===== src/program.hex =====
// program image, one 16-bit word per line, @ lines set the word address
// word = seq_op[15:12] alu_code[11:8] imm[7:0], a jump carries its target in [11:0]
@00
1155 // LDI 55
12C0 // ADD C0, wraps
1320 // SUB 20, wraps
1400 // NOT
15FE // AND FE
16F0 // IOR F0
173C // XOR 3C
1800 // SHL, top bit lost
0000 // sequencer nop
200C // JMP 0C
1C00 // skipped, invalid code
11FF // skipped
1900 // SHR
1000 // ALU NOP
4000 // unlisted seq op
3000 // HALT
@80
1110 // LDI 10
1205 // ADD 05
1C00 // invalid code 12
1107 // no effect once in error
1300 // SUB 00
3000 // HALT


===== src/hdl/acc_pkg.sv =====
package acc_pkg;

   parameter int ACC_WIDTH = 8;

   typedef enum logic [3:0] {
      NOP = 4'd0,
      LDI = 4'd1,
      ADD = 4'd2,
      SUB = 4'd3,
      NOT = 4'd4,
      AND = 4'd5,
      IOR = 4'd6,
      XOR = 4'd7,
      SHL = 4'd8,
      SHR = 4'd9
   } alu_op_t; // 10 to 15 are invalid

   typedef enum logic [3:0] {
      SEQ_NOP  = 4'd0,
      SEQ_ALU  = 4'd1,
      SEQ_JMP  = 4'd2,
      SEQ_HALT = 4'd3
   } seq_op_t; // unlisted values behave as SEQ_NOP

   typedef struct packed {
      alu_op_t    alu_code;
      logic [7:0] imm;
   } alu_inst_t;

   // both forms share the top nibble
   typedef union packed {
      struct packed {
         seq_op_t    seq_op;
         alu_op_t    alu_code;
         logic [7:0] imm;
      } alu_form;
      struct packed {
         seq_op_t     seq_op;
         logic [11:0] target;
      } jump_form;
   } program_word_t;

endpackage


===== src/hdl/acc_alu.sv =====
`timescale 1ns/1ps

module acc_alu (
   input  logic                          clock,
   input  logic                          reset,
   input  acc_pkg::alu_inst_t            inst,
   input  logic                          inst_en,
   output logic [acc_pkg::ACC_WIDTH-1:0] result,
   output logic                          error
);
   import acc_pkg::*;

   localparam logic [1:0] ST_RESET = 2'd0;
   localparam logic [1:0] ST_READY = 2'd1;
   localparam logic [1:0] ST_ERROR = 2'd2;

   logic [1:0]           state;
   logic [ACC_WIDTH-1:0] accum;

   assign result = accum;
   assign error  = (state == ST_ERROR);

   always_ff @(posedge clock) begin
      if (reset) begin
         state <= ST_RESET;
         accum <= '0;
      end else begin
         case (state)
            ST_RESET: begin
               state <= ST_READY; // inst_en ignored here
               accum <= '0;
            end
            ST_READY: begin
               if (inst_en) begin
                  case (inst.alu_code)
                     NOP: accum <= accum;
                     LDI: accum <= inst.imm;
                     ADD: accum <= accum + inst.imm; // wraps
                     SUB: accum <= accum - inst.imm;
                     NOT: accum <= ~accum;
                     AND: accum <= accum & inst.imm;
                     IOR: accum <= accum | inst.imm;
                     XOR: accum <= accum ^ inst.imm;
                     SHL: accum <= accum << 1;
                     SHR: accum <= accum >> 1;
                     default: begin
                        state <= ST_ERROR; // sticky until reset
                        accum <= '0;
                     end
                  endcase
               end
            end
            default: begin
               state <= ST_ERROR; // error and unused encoding
               accum <= '0;
            end
         endcase
      end
   end

endmodule


===== src/hdl/program_rom.sv =====
`timescale 1ns/1ps

module program_rom #(
   parameter int ADDR_WIDTH = 8
) (
   input  logic                   clock,
   input  logic                   reset,
   input  logic                   cyc,
   input  logic                   stb,
   input  logic [ADDR_WIDTH-1:0]  adr,
   output acc_pkg::program_word_t dat,
   output logic                   ack
);

   logic [15:0] mem [0:2**ADDR_WIDTH-1];
   logic        req;

   initial begin
      $readmemh("/design/src/program.hex", mem);
   end

   assign req = cyc && stb && !ack; // new request only

   always_ff @(posedge clock) begin
      if (reset) begin
         ack <= 1'b0;
      end else begin
         ack <= req; // single cycle
      end
   end

   always_ff @(posedge clock) begin
      if (req) begin
         dat <= mem[adr];
      end
   end

endmodule


===== src/hdl/rom_arbiter.sv =====
`timescale 1ns/1ps

module rom_arbiter #(
   parameter int ADDR_WIDTH = 8
) (
   input  logic                   clock,
   input  logic                   reset,
   input  logic                   m0_cyc,
   input  logic                   m0_stb,
   input  logic [ADDR_WIDTH-1:0]  m0_adr,
   output acc_pkg::program_word_t m0_dat,
   output logic                   m0_ack,
   input  logic                   m1_cyc,
   input  logic                   m1_stb,
   input  logic [ADDR_WIDTH-1:0]  m1_adr,
   output acc_pkg::program_word_t m1_dat,
   output logic                   m1_ack,
   output logic                   s_cyc,
   output logic                   s_stb,
   output logic [ADDR_WIDTH-1:0]  s_adr,
   input  acc_pkg::program_word_t s_dat,
   input  logic                   s_ack
);

   logic busy;        // a master holds the bus
   logic owner;
   logic last_served;
   logic grant;       // master currently routed to the slave
   logic owner_cyc;

   always_comb begin
      if (busy) begin
         grant = owner;
      end else if (m0_cyc && m1_cyc) begin
         grant = ~last_served; // round robin
      end else begin
         grant = m1_cyc;
      end
   end

   assign owner_cyc = owner ? m1_cyc : m0_cyc;

   assign s_cyc = grant ? m1_cyc : m0_cyc;
   assign s_stb = grant ? m1_stb : m0_stb;
   assign s_adr = grant ? m1_adr : m0_adr;

   assign m0_ack = s_ack && !grant;
   assign m1_ack = s_ack && grant;
   assign m0_dat = grant ? '0 : s_dat;
   assign m1_dat = grant ? s_dat : '0;

   always_ff @(posedge clock) begin
      if (reset) begin
         busy        <= 1'b0;
         owner       <= 1'b0;
         last_served <= 1'b1; // m0 wins the first tie
      end else if (busy) begin
         if (!owner_cyc) begin
            busy        <= 1'b0;
            last_served <= owner;
         end
      end else if (m0_cyc || m1_cyc) begin
         busy  <= 1'b1;
         owner <= grant;
      end
   end

endmodule


===== src/hdl/instr_sequencer.sv =====
`timescale 1ns/1ps

module instr_sequencer #(
   parameter int ADDR_WIDTH = 8,
   parameter int START_ADDR = 0
) (
   input  logic                   clock,
   input  logic                   reset,
   output logic                   cyc,
   output logic                   stb,
   output logic [ADDR_WIDTH-1:0]  adr,
   input  acc_pkg::program_word_t dat,
   input  logic                   ack,
   output acc_pkg::alu_inst_t     inst,
   output logic                   inst_en,
   output logic                   halted
);
   import acc_pkg::*;

   localparam logic [1:0] ST_START = 2'd0;
   localparam logic [1:0] ST_FETCH = 2'd1;
   localparam logic [1:0] ST_EXEC  = 2'd2;
   localparam logic [1:0] ST_HALT  = 2'd3;

   logic [1:0]            state;
   logic [ADDR_WIDTH-1:0] pc;
   program_word_t         word; // last fetched word

   assign cyc    = (state == ST_FETCH);
   assign stb    = (state == ST_FETCH);
   assign adr    = pc;
   assign halted = (state == ST_HALT);

   assign inst.alu_code = word.alu_form.alu_code;
   assign inst.imm      = word.alu_form.imm;
   assign inst_en       = (state == ST_EXEC) && (word.alu_form.seq_op == SEQ_ALU);

   always_ff @(posedge clock) begin
      if (reset) begin
         state <= ST_START;
         pc    <= START_ADDR[ADDR_WIDTH-1:0];
      end else begin
         case (state)
            ST_START: begin
               state <= ST_FETCH;
            end
            ST_FETCH: begin
               if (ack) begin
                  state <= ST_EXEC; // drops cyc next cycle
               end
            end
            ST_EXEC: begin
               case (word.alu_form.seq_op)
                  SEQ_JMP: begin
                     pc    <= word.jump_form.target[ADDR_WIDTH-1:0];
                     state <= ST_FETCH;
                  end
                  SEQ_HALT: begin
                     state <= ST_HALT; // for good
                  end
                  default: begin
                     pc    <= pc + 1'b1; // wraps
                     state <= ST_FETCH;
                  end
               endcase
            end
            default: begin
               state <= ST_HALT;
            end
         endcase
      end
   end

   always_ff @(posedge clock) begin
      if (state == ST_FETCH && ack) begin
         word <= dat;
      end
   end

endmodule


===== src/hdl/dual_acc_top.sv =====
`timescale 1ns/1ps

module dual_acc_top #(
   parameter int ADDR_WIDTH = 8
) (
   input  logic                          clock,
   input  logic                          reset,
   output logic [acc_pkg::ACC_WIDTH-1:0] result_0,
   output logic [acc_pkg::ACC_WIDTH-1:0] result_1,
   output logic                          error_0,
   output logic                          error_1,
   output logic                          halted_0,
   output logic                          halted_1
);
   import acc_pkg::*;

   logic                  m0_cyc;
   logic                  m0_stb;
   logic [ADDR_WIDTH-1:0] m0_adr;
   program_word_t         m0_dat;
   logic                  m0_ack;
   logic                  m1_cyc;
   logic                  m1_stb;
   logic [ADDR_WIDTH-1:0] m1_adr;
   program_word_t         m1_dat;
   logic                  m1_ack;
   logic                  s_cyc;
   logic                  s_stb;
   logic [ADDR_WIDTH-1:0] s_adr;
   program_word_t         s_dat;
   logic                  s_ack;
   alu_inst_t             inst_0;
   alu_inst_t             inst_1;
   logic                  inst_en_0;
   logic                  inst_en_1;

   instr_sequencer #(.ADDR_WIDTH(ADDR_WIDTH), .START_ADDR(0)) u_seq_0 (
      .clock(clock), .reset(reset),
      .cyc(m0_cyc), .stb(m0_stb), .adr(m0_adr), .dat(m0_dat), .ack(m0_ack),
      .inst(inst_0), .inst_en(inst_en_0), .halted(halted_0)
   );

   instr_sequencer #(.ADDR_WIDTH(ADDR_WIDTH), .START_ADDR(128)) u_seq_1 (
      .clock(clock), .reset(reset),
      .cyc(m1_cyc), .stb(m1_stb), .adr(m1_adr), .dat(m1_dat), .ack(m1_ack),
      .inst(inst_1), .inst_en(inst_en_1), .halted(halted_1)
   );

   acc_alu u_alu_0 (
      .clock(clock), .reset(reset), .inst(inst_0), .inst_en(inst_en_0),
      .result(result_0), .error(error_0)
   );

   acc_alu u_alu_1 (
      .clock(clock), .reset(reset), .inst(inst_1), .inst_en(inst_en_1),
      .result(result_1), .error(error_1)
   );

   rom_arbiter #(.ADDR_WIDTH(ADDR_WIDTH)) u_arbiter (
      .clock(clock), .reset(reset),
      .m0_cyc(m0_cyc), .m0_stb(m0_stb), .m0_adr(m0_adr), .m0_dat(m0_dat), .m0_ack(m0_ack),
      .m1_cyc(m1_cyc), .m1_stb(m1_stb), .m1_adr(m1_adr), .m1_dat(m1_dat), .m1_ack(m1_ack),
      .s_cyc(s_cyc), .s_stb(s_stb), .s_adr(s_adr), .s_dat(s_dat), .s_ack(s_ack)
   );

   program_rom #(.ADDR_WIDTH(ADDR_WIDTH)) u_rom (
      .clock(clock), .reset(reset),
      .cyc(s_cyc), .stb(s_stb), .adr(s_adr), .dat(s_dat), .ack(s_ack)
   );

endmodule


===== config.mk =====
export PLATFORM = sky130hd
export DESIGN_NAME = dual_acc_top
export DESIGN_NICKNAME = d
export VERILOG_FILES = /design/src/hdl/acc_pkg.sv /design/src/hdl/acc_alu.sv /design/src/hdl/program_rom.sv /design/src/hdl/rom_arbiter.sv /design/src/hdl/instr_sequencer.sv /design/src/hdl/dual_acc_top.sv
export SDC_FILE = /design/constraint.sdc
export NUM_CORES = 1
export LEC_CHECK = 0
export BUFFER_PORTS_ARGS = -buffer_cell sky130_fd_sc_hd__buf_2
export CAP_MARGIN = 20
export CORE_ASPECT_RATIO = 0.7
export CORE_UTILIZATION = 35
export CTS_CLUSTER_SIZE = 8
export DETAILED_ROUTE_END_ITERATION = 10
export RECOVER_POWER = 100
export SETUP_SLACK_MARGIN = 0.1
export SYNTH_ARGS = -nofsm -noshare
export SYNTH_HDL_FRONTEND = slang
export SYNTH_HIERARCHICAL = 1
export SYNTH_SLANG_ARGS = --single-unit

===== constraint.sdc =====
create_clock -name clock -period 3.54 [get_ports clock]
set_clock_uncertainty 0.1 [all_clocks]
set_input_delay 0.531 -clock clock [delete_from_list [all_inputs] [get_ports clock]]
set_output_delay 0.531 -clock clock [all_outputs]
set_load 0.005 [all_outputs]

# Yosys cells after proc, flatten, opt, wreduce, memory -nomap -nowiden
# Index checks and enable logic that the tools add are counted.
# totals
regBits	76
in_bits	2
output_inout_bits	20
elab_cells	118
# classes
n_addsub	4
n_eq_ne	38
muxes	21
bitwise	15
n_reduce_logical	27
# op_table
cell	count
8-bit case mux with 10 select lines	2
4-bit by 3-bit == test with 1-bit output (second input constant)	8
4-bit by 2-bit == test with 1-bit output (second input constant)	6
10-bit OR reduction	2
8-bit adder	2
8-bit bitwise AND	2
4-bit by 1-bit == test with 1-bit output (second input constant)	4
4-bit == test (second input constant)	4
2-bit two-way mux	8
8-bit inverter	2
8-bit bitwise OR	2
8-bit subtractor	2
8-bit XOR	2
2-bit == test (second input constant)	6
2-bit != test (second input constant)	6
2-bit case mux with 3 select lines	2
2-bit AND reduction	6
2-bit by 1-bit == test with 1-bit output (second input constant)	4
1-bit logical AND	8
2-bit logical NOT	4
4-bit logical NOT	2
2-bit case mux with 2 select lines	2
1-bit two-way mux	7
1-bit inverter	7
3 further kinds	5

# Longest topological paths before layout
# Gate-level depths: netlist of the first run.
# depth
word_depth	8
depth_mapped	12
mapped_depth_nobuf	10

# Hierarchy
# Netlist of the first run, hierarchy kept.
# by_module_without_submodules
mod	n_inst	cells_per_inst	area_per_inst_um2	seq_area_each_um2
acc_alu at u_alu_0	1	226	1706.6	200.2
acc_alu at u_alu_1	1	215	1701.6	200.2
instr_sequencer at u_seq_0	1	103	1202.4	680.7
instr_sequencer at u_seq_1	1	104	1196.1	680.7
rom_arbiter	1	64	524.3	60.1
program_rom	1	19	156.4	20.0

# Worst setup path after synthesis of the first run
# No wires, ideal clock.
# synth_path
path_type	register -> register
from	register u_seq_0/word[10] (netlist name)
to	register u_alu_0.accum[6] (netlist: u_alu_0/result[6])
setup_time_ps	117
t_arrival_ps	2506
t_required_ps	3323
path_slack_ps	818
stages_incl_launch_ff	11
n_path_buf	2
period_less_slack_ps	2722
path_cell_list	edfxtp_1 buf_4 nor4bb_1 clkbuf_1 mux2_2 fa_1 nor2b_1 o31a_1 mux2i_1 o211ai_1 a22o_1
# synth_between
elab_chain_cells	3
elab_cells_between_ends	13
classes_between	eq/ne: 9; mux: 1; bitwise: 1; reduce/logical: 2
# synth_rtl
item	line_no	source
from (decl)	instr_sequencer.sv:27	program_word_t word;
from (signal assigned)	instr_sequencer.sv:76	word <= dat;
parallel branches: the longest is 3 deep, another holds 8-bit case mux with 10 select lines	n/a	
to (signal assigned)	acc_alu.sv:36	NOP: accum <= accum;
to (signal assigned)	acc_alu.sv:37	LDI: accum <= inst.imm;
to (signal assigned)	acc_alu.sv:38	ADD: accum <= accum + inst.imm;
to (decl)	acc_alu.sv:18	logic [ACC_WIDTH-1:0] accum;
# Parallel ways; which one is timed is not known.
# A chain may end at the register's enable or synchronous reset.

# Worst setup path after layout of the first run
# layout_path
from	register u_seq_0/word[10] (netlist name)
to	register u_alu_0.accum[5] (netlist: u_alu_0/result[5])
# The elaborated chain is that of the path after synthesis.

==> results of run 1 <==
## metal layers
| layer | GRT usage (%) | part of all wire (%) |
|---|---|---|
| met1 | 24.09 | 48 |
| met2 | 23.51 | 42 |
| met3 | 4.286 | 9.0 |
| met4 | 5.267 | 1.7 |
| met5 | 0 | 0 |
## placed cells by master, fill, tap and decap left out, drive strengths merged, types with 6 or more instances in the layout
| master | count |
|---|---|
| inv | 41 |
| a31oi | 11 |
| a21oi | 24 |
| nor2b | 38 |
| nand3b | 6 |
| nand3 | 8 |
| clkbuf | 25 |
| nor2 | 46 |
| xnor2 | 14 |
| a211oi | 10 |
| conb | 16 |
| a22oi | 13 |
| o21ai | 25 |
| nor3b | 6 |
| buf | 24 |
| and2 | 21 |
| nor3 | 12 |
| mux2 | 8 |
| o21a | 8 |
| dfxtp | 28 |
| ha | 48 |
| mux2i | 9 |
| a32oi | 9 |
| edfxtp | 32 |
| nand2b | 14 |
| nand2 | 17 |
## state kept, by name, indices dropped and copies added, names as in the netlist
register / flops
u_arbiter/last_served: 1
u_arbiter/busy: 1
u_seq_1/word: 16
u_arbiter/owner: 1
u_alu_0/result: 8
u_rom/ack: 1
u_alu_1/result: 8
u_alu_1/state: 2
u_seq_0/word: 16
u_seq_1/state: 2
u_seq_0/state: 2
u_alu_0/state: 2
## layout make-up
cell class	instances	share of cell area [%]
Sequential cell	60	26.99
Clock buffer	15	4.928
Multi-Input combinational cell	445	57.31
Timing Repair Buffer	34	3.174
Tap cell	195	4.329
Clock inverter	1	0.5327
Inverter	41	2.730
## how the worst min path moves through the flow
stage                           from          endpoint  slack, ns  cells past startpoint
floorplan           u_alu_0/state[1]  u_alu_0/state[0]       0.34                      1
global placement    u_alu_0/state[1]  u_alu_0/state[0]       0.36                      1
detailed placement  u_alu_0/state[1]  u_alu_0/state[0]       0.36                      1
CTS                 u_alu_0/state[1]  u_alu_0/state[0]       0.37                      1
global route        u_alu_0/state[1]  u_alu_0/state[0]       0.42                      1
finish              u_alu_0/state[1]  u_alu_0/state[0]       0.38                      1
## where the power goes
part	switching [mW]	leakage, nW	total (mW)	internal, mW
combinational	0.102	1.48	0.176	0.0739
sequential	0.0189	0.522	0.777	0.758
clock	0.302	0.150	0.905	0.603
total	0.423	2.15	1.86	1.43
## worst reg2reg max path: cells and delay by family, from the launching register on
kind	cells	cell delay, ns
AOI/OAI and AO/OA	3	0.74
and+or+nand+nor	3	0.59
DFF	1	0.56
muxes	1	0.40
buffers and inverters	2	0.38
adders and majority gates	1	0.22
## stage by stage
stage               hold WS [ns]  utilization (%)  instances  cell area, um^2  setup WS (ns)
finish                    0.3771            38.05        791             5637         0.4422
CTS                       0.3705            38.21        791             5660         0.6195
detailed placement        0.3643            36.13        775             5353         0.6217
global placement          0.3551            36.13        775             5353         0.6865
floorplan                 0.3358                -        619             5405         0.8176
global route              0.4168            38.05        791             5637         0.1695
==> impl_results.md, run 1 <==
* CP Class: reg -> reg
* Post-synthesis cell count at 604
* Slew Limit Headroom at 21.26%
* Root buf cell: clkbuf_16
* CTS sink cnt at 60
* Crit path depth at 10
* Post-route DRC violation count at 0
* Layout cell share with drive strength beyond 1 at 9.228%
* Total Power at between 1.5 and 2 mW
* CTS resizes at 0
* Layout net count at between 600 and 700
* Max H-tree Level at 3
* Synthesized area at 0.005349 mm^2
* Site row count at 37
* Filler cell count at roughly 1,500
* Initial antenna violation count at 0
* Register area at 0.001521 mm^2
* Max Cap Viol at 0
* Worst EP required at between 3 and 4 ns
* IO Pins at 22
* Area grow syn2layout at 5.380%
* Largest net degree at the start of global routing at 36
* Via count at 4,383
* Critical Path Sink: u_alu_0/result[5]
* Global route total overflow at 0
* Pwr dens at 329.5 mW/mm^2
* Fin. Hold Viols at 0
* Tcrit/Tclk final at 87.51%
* Maximum VDD drop at 0.0002708 V
* Worst path bufs/invs at 2
* CP endpoint kind: flop
* Clk_lat worst skew at 0.33 ns
* CP delay by family, top: compound AO/OA/AOI/OAI gates
* DP HPWL at 9138 um
* Initial Utilization at 36.11%
* RePlAce Congestion at between 0.8 and 0.9
* Total CTS buffers at 9
* Worst path cell trace: nor4bb_1 -> clkbuf_1 -> mux2_1 -> inv_1 -> ha_1 -> nor2b_1 -> o31a_1 -> nand4b_1 -> o211ai_1 -> a221o_1
* Slowest stage delay, CP at 0.56 ns
* CP max stage cell: edfxtp_1
* Port Buffers at 21
* Initial drt markers at 430
* Max Slew Vio Count at 0
* Leak pwr at between 2 and 2.5 nW
* Setup TNS Final at 0 ns
* CTS max path bufs at 2
* Mapped Avg Cell Area at 8.856 um^2
* Multi-input gate area at about 0.0032 mm^2
* First-pass GRT wire length at 20,860 um
* Status: finished, final reports clean
* Final WL at 12,460 um
* Die area at about 0.016 mm^2
* Ant. Diodes at 0
* F_max at 0.3228 GHz
* RSZ-0062 raised after global routing: no
* Clock slew seen by the registers of the worst setup and hold paths at 0.06 ns
* TritonCTS clock tree: done
* 1st-pass router iterations at 5
* Die Span Y at 105.4 um
* RR Startpoint: u_seq_0/word[10]
* CP startpoint kind: flop
* HP Class: reg -> reg
* Post-CTS setup buffers at 0
* Biggest fanout along the worst timing path at 15
* Yosys warnings at 6
* Core area at 0.01481 mm^2
* Via/cell ratio at about 5.5
* Chip width at about 150 um
* Critical path origin: u_seq_0/word[10]
* R2r endpoint: u_alu_0/result[5]
* Post-route ant nets at 0
* Worst path arrival time at around 3.2 ns
* Worst-margin pin slew at approximately 1.2 ns
* Number of global-route vias before repair at 4,149
* Reg2Reg Depth at 10
* WL per Instance at 15.75 um
* Min cycle time layout at between 3 and 4 ns
* Hold-fix buffers, CTS at 0
* Worst R2R Setup Slack at 0.44 ns
* Final setup violation count at 0
* GRT Total Usage at 16.57%
Note: power is estimated with default switching activity, not from simulation.
==> run 2: changes to the inputs <==
Clock period 3.54 ns to 3.2 ns, I/O delays scaled along.
==> impl_results.md, run 2 (synthesized netlist as in run 1, its figures left out) <==
* Status: finished, final reports clean
* Clock slew seen by the registers of the worst setup and hold paths at 0.05 ns (about the same)
* Max H-tree Level at 3 (unchanged)
* Fin. Hold Viols at 0 (unchanged)
* Site row count at 37 (unchanged)
* Largest net degree at the start of global routing at 36 (unchanged)
* Via/cell ratio at 5.499 (-0.75%)
* Tcrit/Tclk final at 91.43% (+3.9 points)
* Initial Utilization at 36.11% (unchanged)
* Chip width at 149.8 um (unchanged)
* DP Worst Slack at 0.4382 ns (-0.1835 ns)
* DP HPWL at 9225 um (+0.94%)
* Initial drt markers at 482 (+12%)
* Global route total overflow at 0 (unchanged)
* CP startpoint kind: flop
* Pwr dens at 347.4 mW/mm^2 (+5.4%)
* Filler cell count at 1,482 (-2.0%)
* Hold-fix buffers, CTS at 0 (unchanged)
* Die Span Y at 105.4 um (unchanged)
* Slew Limit Headroom at 24.15% (+2.9 points)
* Root buf cell: clkbuf_16
* Worst EP required at 3.37 ns (-0.29 ns)
* Min cycle time layout at 2.926 ns (-0.1722 ns)
* Core area at 0.01481 mm^2 (unchanged)
* Via count at 4,361 (-0.50%)
* CP Class: reg -> reg
* Layout cell share with drive strength beyond 1 at 9.365% (+0.14 points)
* Hold WS at 0.3709 ns (-0.006146 ns)
* Max Cap Viol at 0 (unchanged)
* Commonest non-fill, non-tap cells in the layout: ha_1 (48), nor2_1 (45), inv_1 (41)
* Maximum VDD drop at 0.0002176 V (-20%)
* Worst path arrival time at 3.09 ns (-0.12 ns)
* Total CTS buffers at 9 (unchanged)
* Final Core Density at 37.91% (-0.14 points)
* Post-route ant nets at 0 (unchanged)
* RePlAce Congestion at 0.8889 (-0.19%)
* Final setup margin at 0.2744 ns (-0.1678 ns)
* WL per Instance at 15.97 um (+1.5%)
* Biggest regs: u_seq_0/word x16, u_seq_1/word x16
* CTS resizes at 0 (unchanged)
* F_max at 0.3418 GHz (+5.9%)
* Biggest fanout along the worst timing path at 6 (-9)
* First-pass GRT wire length at 20,760 um (-0.49%)
* Max Slew Vio Count at 0 (unchanged)
* Layout net count at 645 (+0.31%)
* Post-CTS setup buffers at 0 (unchanged)
* RSZ-0062 raised after global routing: no
* Port Buffers at 21 (unchanged)
* HP Class: reg -> reg
* IO Pins at 22 (unchanged)
* 1st-pass router iterations at 5 (unchanged)
* Final WL at 12,670 um (+1.7%)
* Worst-margin pin slew at 1.138 ns (-0.04338 ns)
* Area grow syn2layout at 4.983%
* Most common cell after layout, fill and taps aside: ha_1
* Post-route DRC violation count at 0 (unchanged)
* Worst R2R Setup Slack at 0.27 ns (-0.17 ns)
* CTS max path bufs at 2 (unchanged)
* Clk_lat worst skew at 0.33 ns (about the same)
* Die area at 0.01579 mm^2 (unchanged)
* Setup TNS Final at 0 ns (unchanged)
* CP endpoint kind: flop
* Final setup violation count at 0 (unchanged)
* CTS sink cnt at 60 (unchanged)
* Number of global-route vias before repair at 4,089 (-1.4%)
* GRT Total Usage at 16.57% (about the same)
* Initial antenna violation count at 0 (unchanged)
* Leak pwr at 2.146 nW (-0.26%)
* TritonCTS clock tree: done
* Ant. Diodes at 0 (unchanged)
==> run 2: final timing paths <==
kind	to	startpoint	depth (start not counted)
worst max-delay path	u_alu_0/result[7]	u_seq_0/word[11]	10
worst min-delay path	u_alu_0/state[0]	u_alu_0/state[1]	1
worst max register to register	u_alu_0/result[7]	u_seq_0/word[11]	10
worst min register to register	u_alu_0/state[0]	u_alu_0/state[1]	1
==> run 2: layout make-up <==
class                      count  area (um^2)  share of cell area, %
sequential                    60         1521                  27.09
tap                          195        244.0                  4.345
clock buffer                  14        264.0                  4.701
multi-input combinational    445         3228                  57.49
clock inverter                 2        10.01                 0.1783
timing repair buffer          36        193.9                  3.454
inverter                      41        153.9                  2.741
==> run 2: worst max-delay path, stage by stage, from the launching register on <==
cell      delay, ns
edfxtp_1       0.39
nor4bb_1       0.44
clkbuf_1       0.31
nor2_1         0.11
xnor2_1        0.15
ha_1           0.36
o21a_1         0.14
o31a_1         0.23
o22ai_1        0.12
or4_1          0.42
nand3_1        0.09
==> run 2: where the power goes <==
group / leakage (nW) / total, mW / internal [mW] / switching [mW]
Clock: 0.137 / 0.893 / 0.564 / 0.330
Sequential: 0.522 / 0.858 / 0.839 / 0.0192
Combinational: 1.49 / 0.199 / 0.0829 / 0.116
Total: 2.15 / 1.95 / 1.49 / 0.465
==> run 2: per-layer routing <==
metal,vias up,GRT usage [%],wire (um)
met1,2080,24.31,6099
met5,-,0,0
met2,153,24.47,5476
li1,2112,-,-
met3,16,2.900,947
met4,0,4.906,144
==> run 2: stage by stage <==
step | power (mW) | instances | instance area [um^2]
2_1_floorplan | 1.055 | 619 | 5405
3_3_place_gp | 1.060 | 777 | 5368
3_5_place_dp | 1.067 | 777 | 5368
4_1_cts | 1.970 | 793 | 5642
5_1_grt | 2.025 | 793 | 5615
6_report | 1.951 | 793 | 5615
==> run 3: changes to the inputs <==
Settings changed: CORE_ASPECT_RATIO 0.7 to unset, SYNTH_HIERARCHICAL 1 to unset.
==> impl_results.md, run 3 <==
* Clock power share at 29.0% (-17 points)
* Total Power at 295.0 uW (-85%)
* Pint at 219.1 uW (-85%)
* GRT Total Usage at 10.20% (-6.4 points)
* Clk_lat worst skew at 0.27 ns (-0.06 ns)
* Hold-fix buffers, CTS at 0 (unchanged)
* DP HPWL at 656.7 um (-93%)
* Biggest fanout along the worst timing path at 7 (+1)
* Register area at 240.2 um^2 (-84%)
* Min cycle time layout at 1.519 ns (-1.406 ns)
* RePlAce Congestion at 0.6886 (-23%)
* Post-CTS setup buffers at 0 (unchanged)
* Largest net degree at the start of global routing at 13 (-64%)
* Via count at 402 (-91%)
* Initial Utilization at 38.89% (+2.8 points)
* Hold WS at 0.3164 ns (-0.05456 ns)
* Mapped Avg Cell Area at 9.580 um^2 (+8.2%)
* Sw Share at 25.71% (+1.9 points)
* Layout cell share with drive strength beyond 1 at 14.29% (+4.9 points)
* Synthesis-stage register bit count at 12
* RR Startpoint: u_seq_0.state[1]
* Setup TNS Final at 0 ns (unchanged)
* CTS resizes at 0 (unchanged)
* Fin. Hold Viols at 0 (unchanged)
* Max H-tree Level at 1 (-2)
* Ys flop type: dfxtp_1
* Maximum VDD drop at 0.0002602 V (+20%)
* RSZ-0062 raised after global routing: no
* Slowest stage delay, CP at 0.42 ns (-0.02 ns)
* Via/cell ratio at 4.674 (-15%)
* Core area at 0.001577 mm^2 (-89%)
* Area leader, netlist: dfxtp_1
* Detail Route met2 WL at 401 um (-93%)
* Commonest non-fill, non-tap cells in the layout: conb_1 (16), dfxtp_1 (12), nor2b_1 (5)
* Tcrit/Tclk final at 47.48% (-44 points)
* Max Cap Viol at 0 (unchanged)
* F_max at 0.6581 GHz (+93%)
* Multi-input gate area at 277.8 um^2 (-91%)
* Final setup violation count at 0 (unchanged)
* Root buf cell: clkbuf_4
* Yosys top cell area share at 39.18%
* First-pass GRT wire length at 1352 um (-93%)
* HP Class: reg -> reg
* IO Pins at 22 (unchanged)
* Top-count cell post-synth: buf_4
* Final WL at 845 um (-93%)
* Post-route DRC violation count at 0 (unchanged)
* Die area at 0.001923 mm^2 (-88%)
* 1st-pass router iterations at 6 (+1)
* TritonCTS clock tree: done
* Most common cell after layout, fill and taps aside: conb_1
* Critical path origin: u_seq_0.state[0]
* CP endpoint kind: primary output
* DP Worst Slack at 1.837 ns (+1.399 ns)
* Worst path arrival time at 0.94 ns (-2.15 ns)
* Psw at 75.85 uW (-84%)
* Status: finished, final reports clean
* Ant. Diodes at 0 (unchanged)
* Layout net count at 74 (-89%)
* Synth cell types at 26
* Worst EP required at 2.62 ns (-0.75 ns)
* Post-synth EDFFs at 0
* Seq/Total Area, Yosys at 39.18%
* Flop pwr share at 58.3% (+14 points)
* Post-synthesis cell count at 64 (-89%)
* Number of global-route vias before repair at 339 (-92%)
* Total CTS buffers at 3 (-6)
* WL per Instance at 9.826 um (-38%)
* Yosys warnings at 0 (-6)
* Async S/R FF share, synth at 0%
* Chip width at 43.86 um (-71%)
* Final setup margin at 1.681 ns (+1.406 ns)
* CTS max path bufs at 2 (unchanged)
* Post-route ant nets at 0 (unchanged)
* Port Buffers at 5 (-76%)
* Site row count at 14 (-62%)
* Synth area leaders: dfxtp_1 (39%), buf_4 (20%), nor2b_1 (5.1%)
* Worst path cell trace: and2_1 -> buf_2
* Pwr dens at 496.3 mW/mm^2 (+43%)
* CP Class: reg -> out
* Comb pwr share at 12.7% (+2.5 points)
* CTS sink cnt at 12 (-80%)
* Die Span Y at 43.86 um (-58%)
* Initial drt markers at 12 (-98%)
* Max Slew Vio Count at 0 (unchanged)
* Hold Startpoint: u_alu_1.state[1]
* Global route total overflow at 0 (unchanged)
* CP startpoint kind: flop
* Top Layer Used: met4
* Met1 WL at 360 um (-94%)
* Synthesized area at 613.1 um^2 (-89%)
* Initial antenna violation count at 0 (unchanged)
* Leak pwr at 0.2659 nW (-88%)
* WL met3 at 65 um (-93%)
* Area grow syn2layout at -3.061%
* Filler cell count at 168 (-89%)
* CP max stage cell: dfxtp_1
* Post-synth top cells: buf_4 (16), dfxtp_1 (12), nor2b_1 (5)
* Clock slew seen by the registers of the worst setup and hold paths at 0.06 ns (about the same)
run 3: layout make-up:
class / instances / share of cell area (%)
tap: 16 / 3.368
sequential: 12 / 40.42
multi-input combinational: 47 / 46.74
inverter: 3 / 1.895
timing repair buffer: 5 / 3.789
clock buffer: 3 / 3.789
run 3: metrics by stage:
stage                     instance area (um^2)  std cells  util (%)
final                                    594.3         86     37.70
after global routing                     594.3         86     37.70
after CTS                                613.1         86     38.89
after detailed placement                 590.6         83     37.46
after global placement                   590.6         83     37.46
after floorplan                          669.4         79         -
run 3: power by group through the flow:
stage | Sequential, mW | Combinational (mW) | Clock [mW]
CTS | 0.172 | 0.0413 | 0.0914
floorplan | 0.173 | 0.0494 | 0
global route | 0.173 | 0.0426 | 0.0955
global placement | 0.176 | 0.0407 | 0
finish | 0.172 | 0.0376 | 0.0855
detailed placement | 0.176 | 0.0412 | 0
run 3: critical path, delay by kind of cell (launching register included):
kind	cells	cell delay, ns
flops	1	0.42
simple gates	1	0.15
buf+inv	1	0.10
run 3: cells by family after synthesis:
| family | Yosys count | share of synthesized area (%) |
|---|---|---|
| and+or+nand+nor | 20 | 24.08 |
| buffers and inverters | 20 | 22.04 |
| DFF | 12 | 39.18 |
| AOI/OAI and AO/OA | 11 | 14.08 |
| other | 1 | 0.6117 |
run 3: worst paths after layout:
kind,slack (ns),to,depth (start not counted)
worst max-delay path,1.68,halted_0,2
worst min-delay path,0.32,u_alu_1.state[0],1
worst min register to register,0.32,u_alu_1.state[0],1
worst max register to register,1.96,u_seq_0.state[0],3
run 3: per-layer routing:
metal | track usage (%) | vias up
li1 | - | 198
met1 | 10.71 | 183
met2 | 15.82 | 19
met3 | 6.250 | 2
met4 | 5.455 | 0
met5 | 0 | -
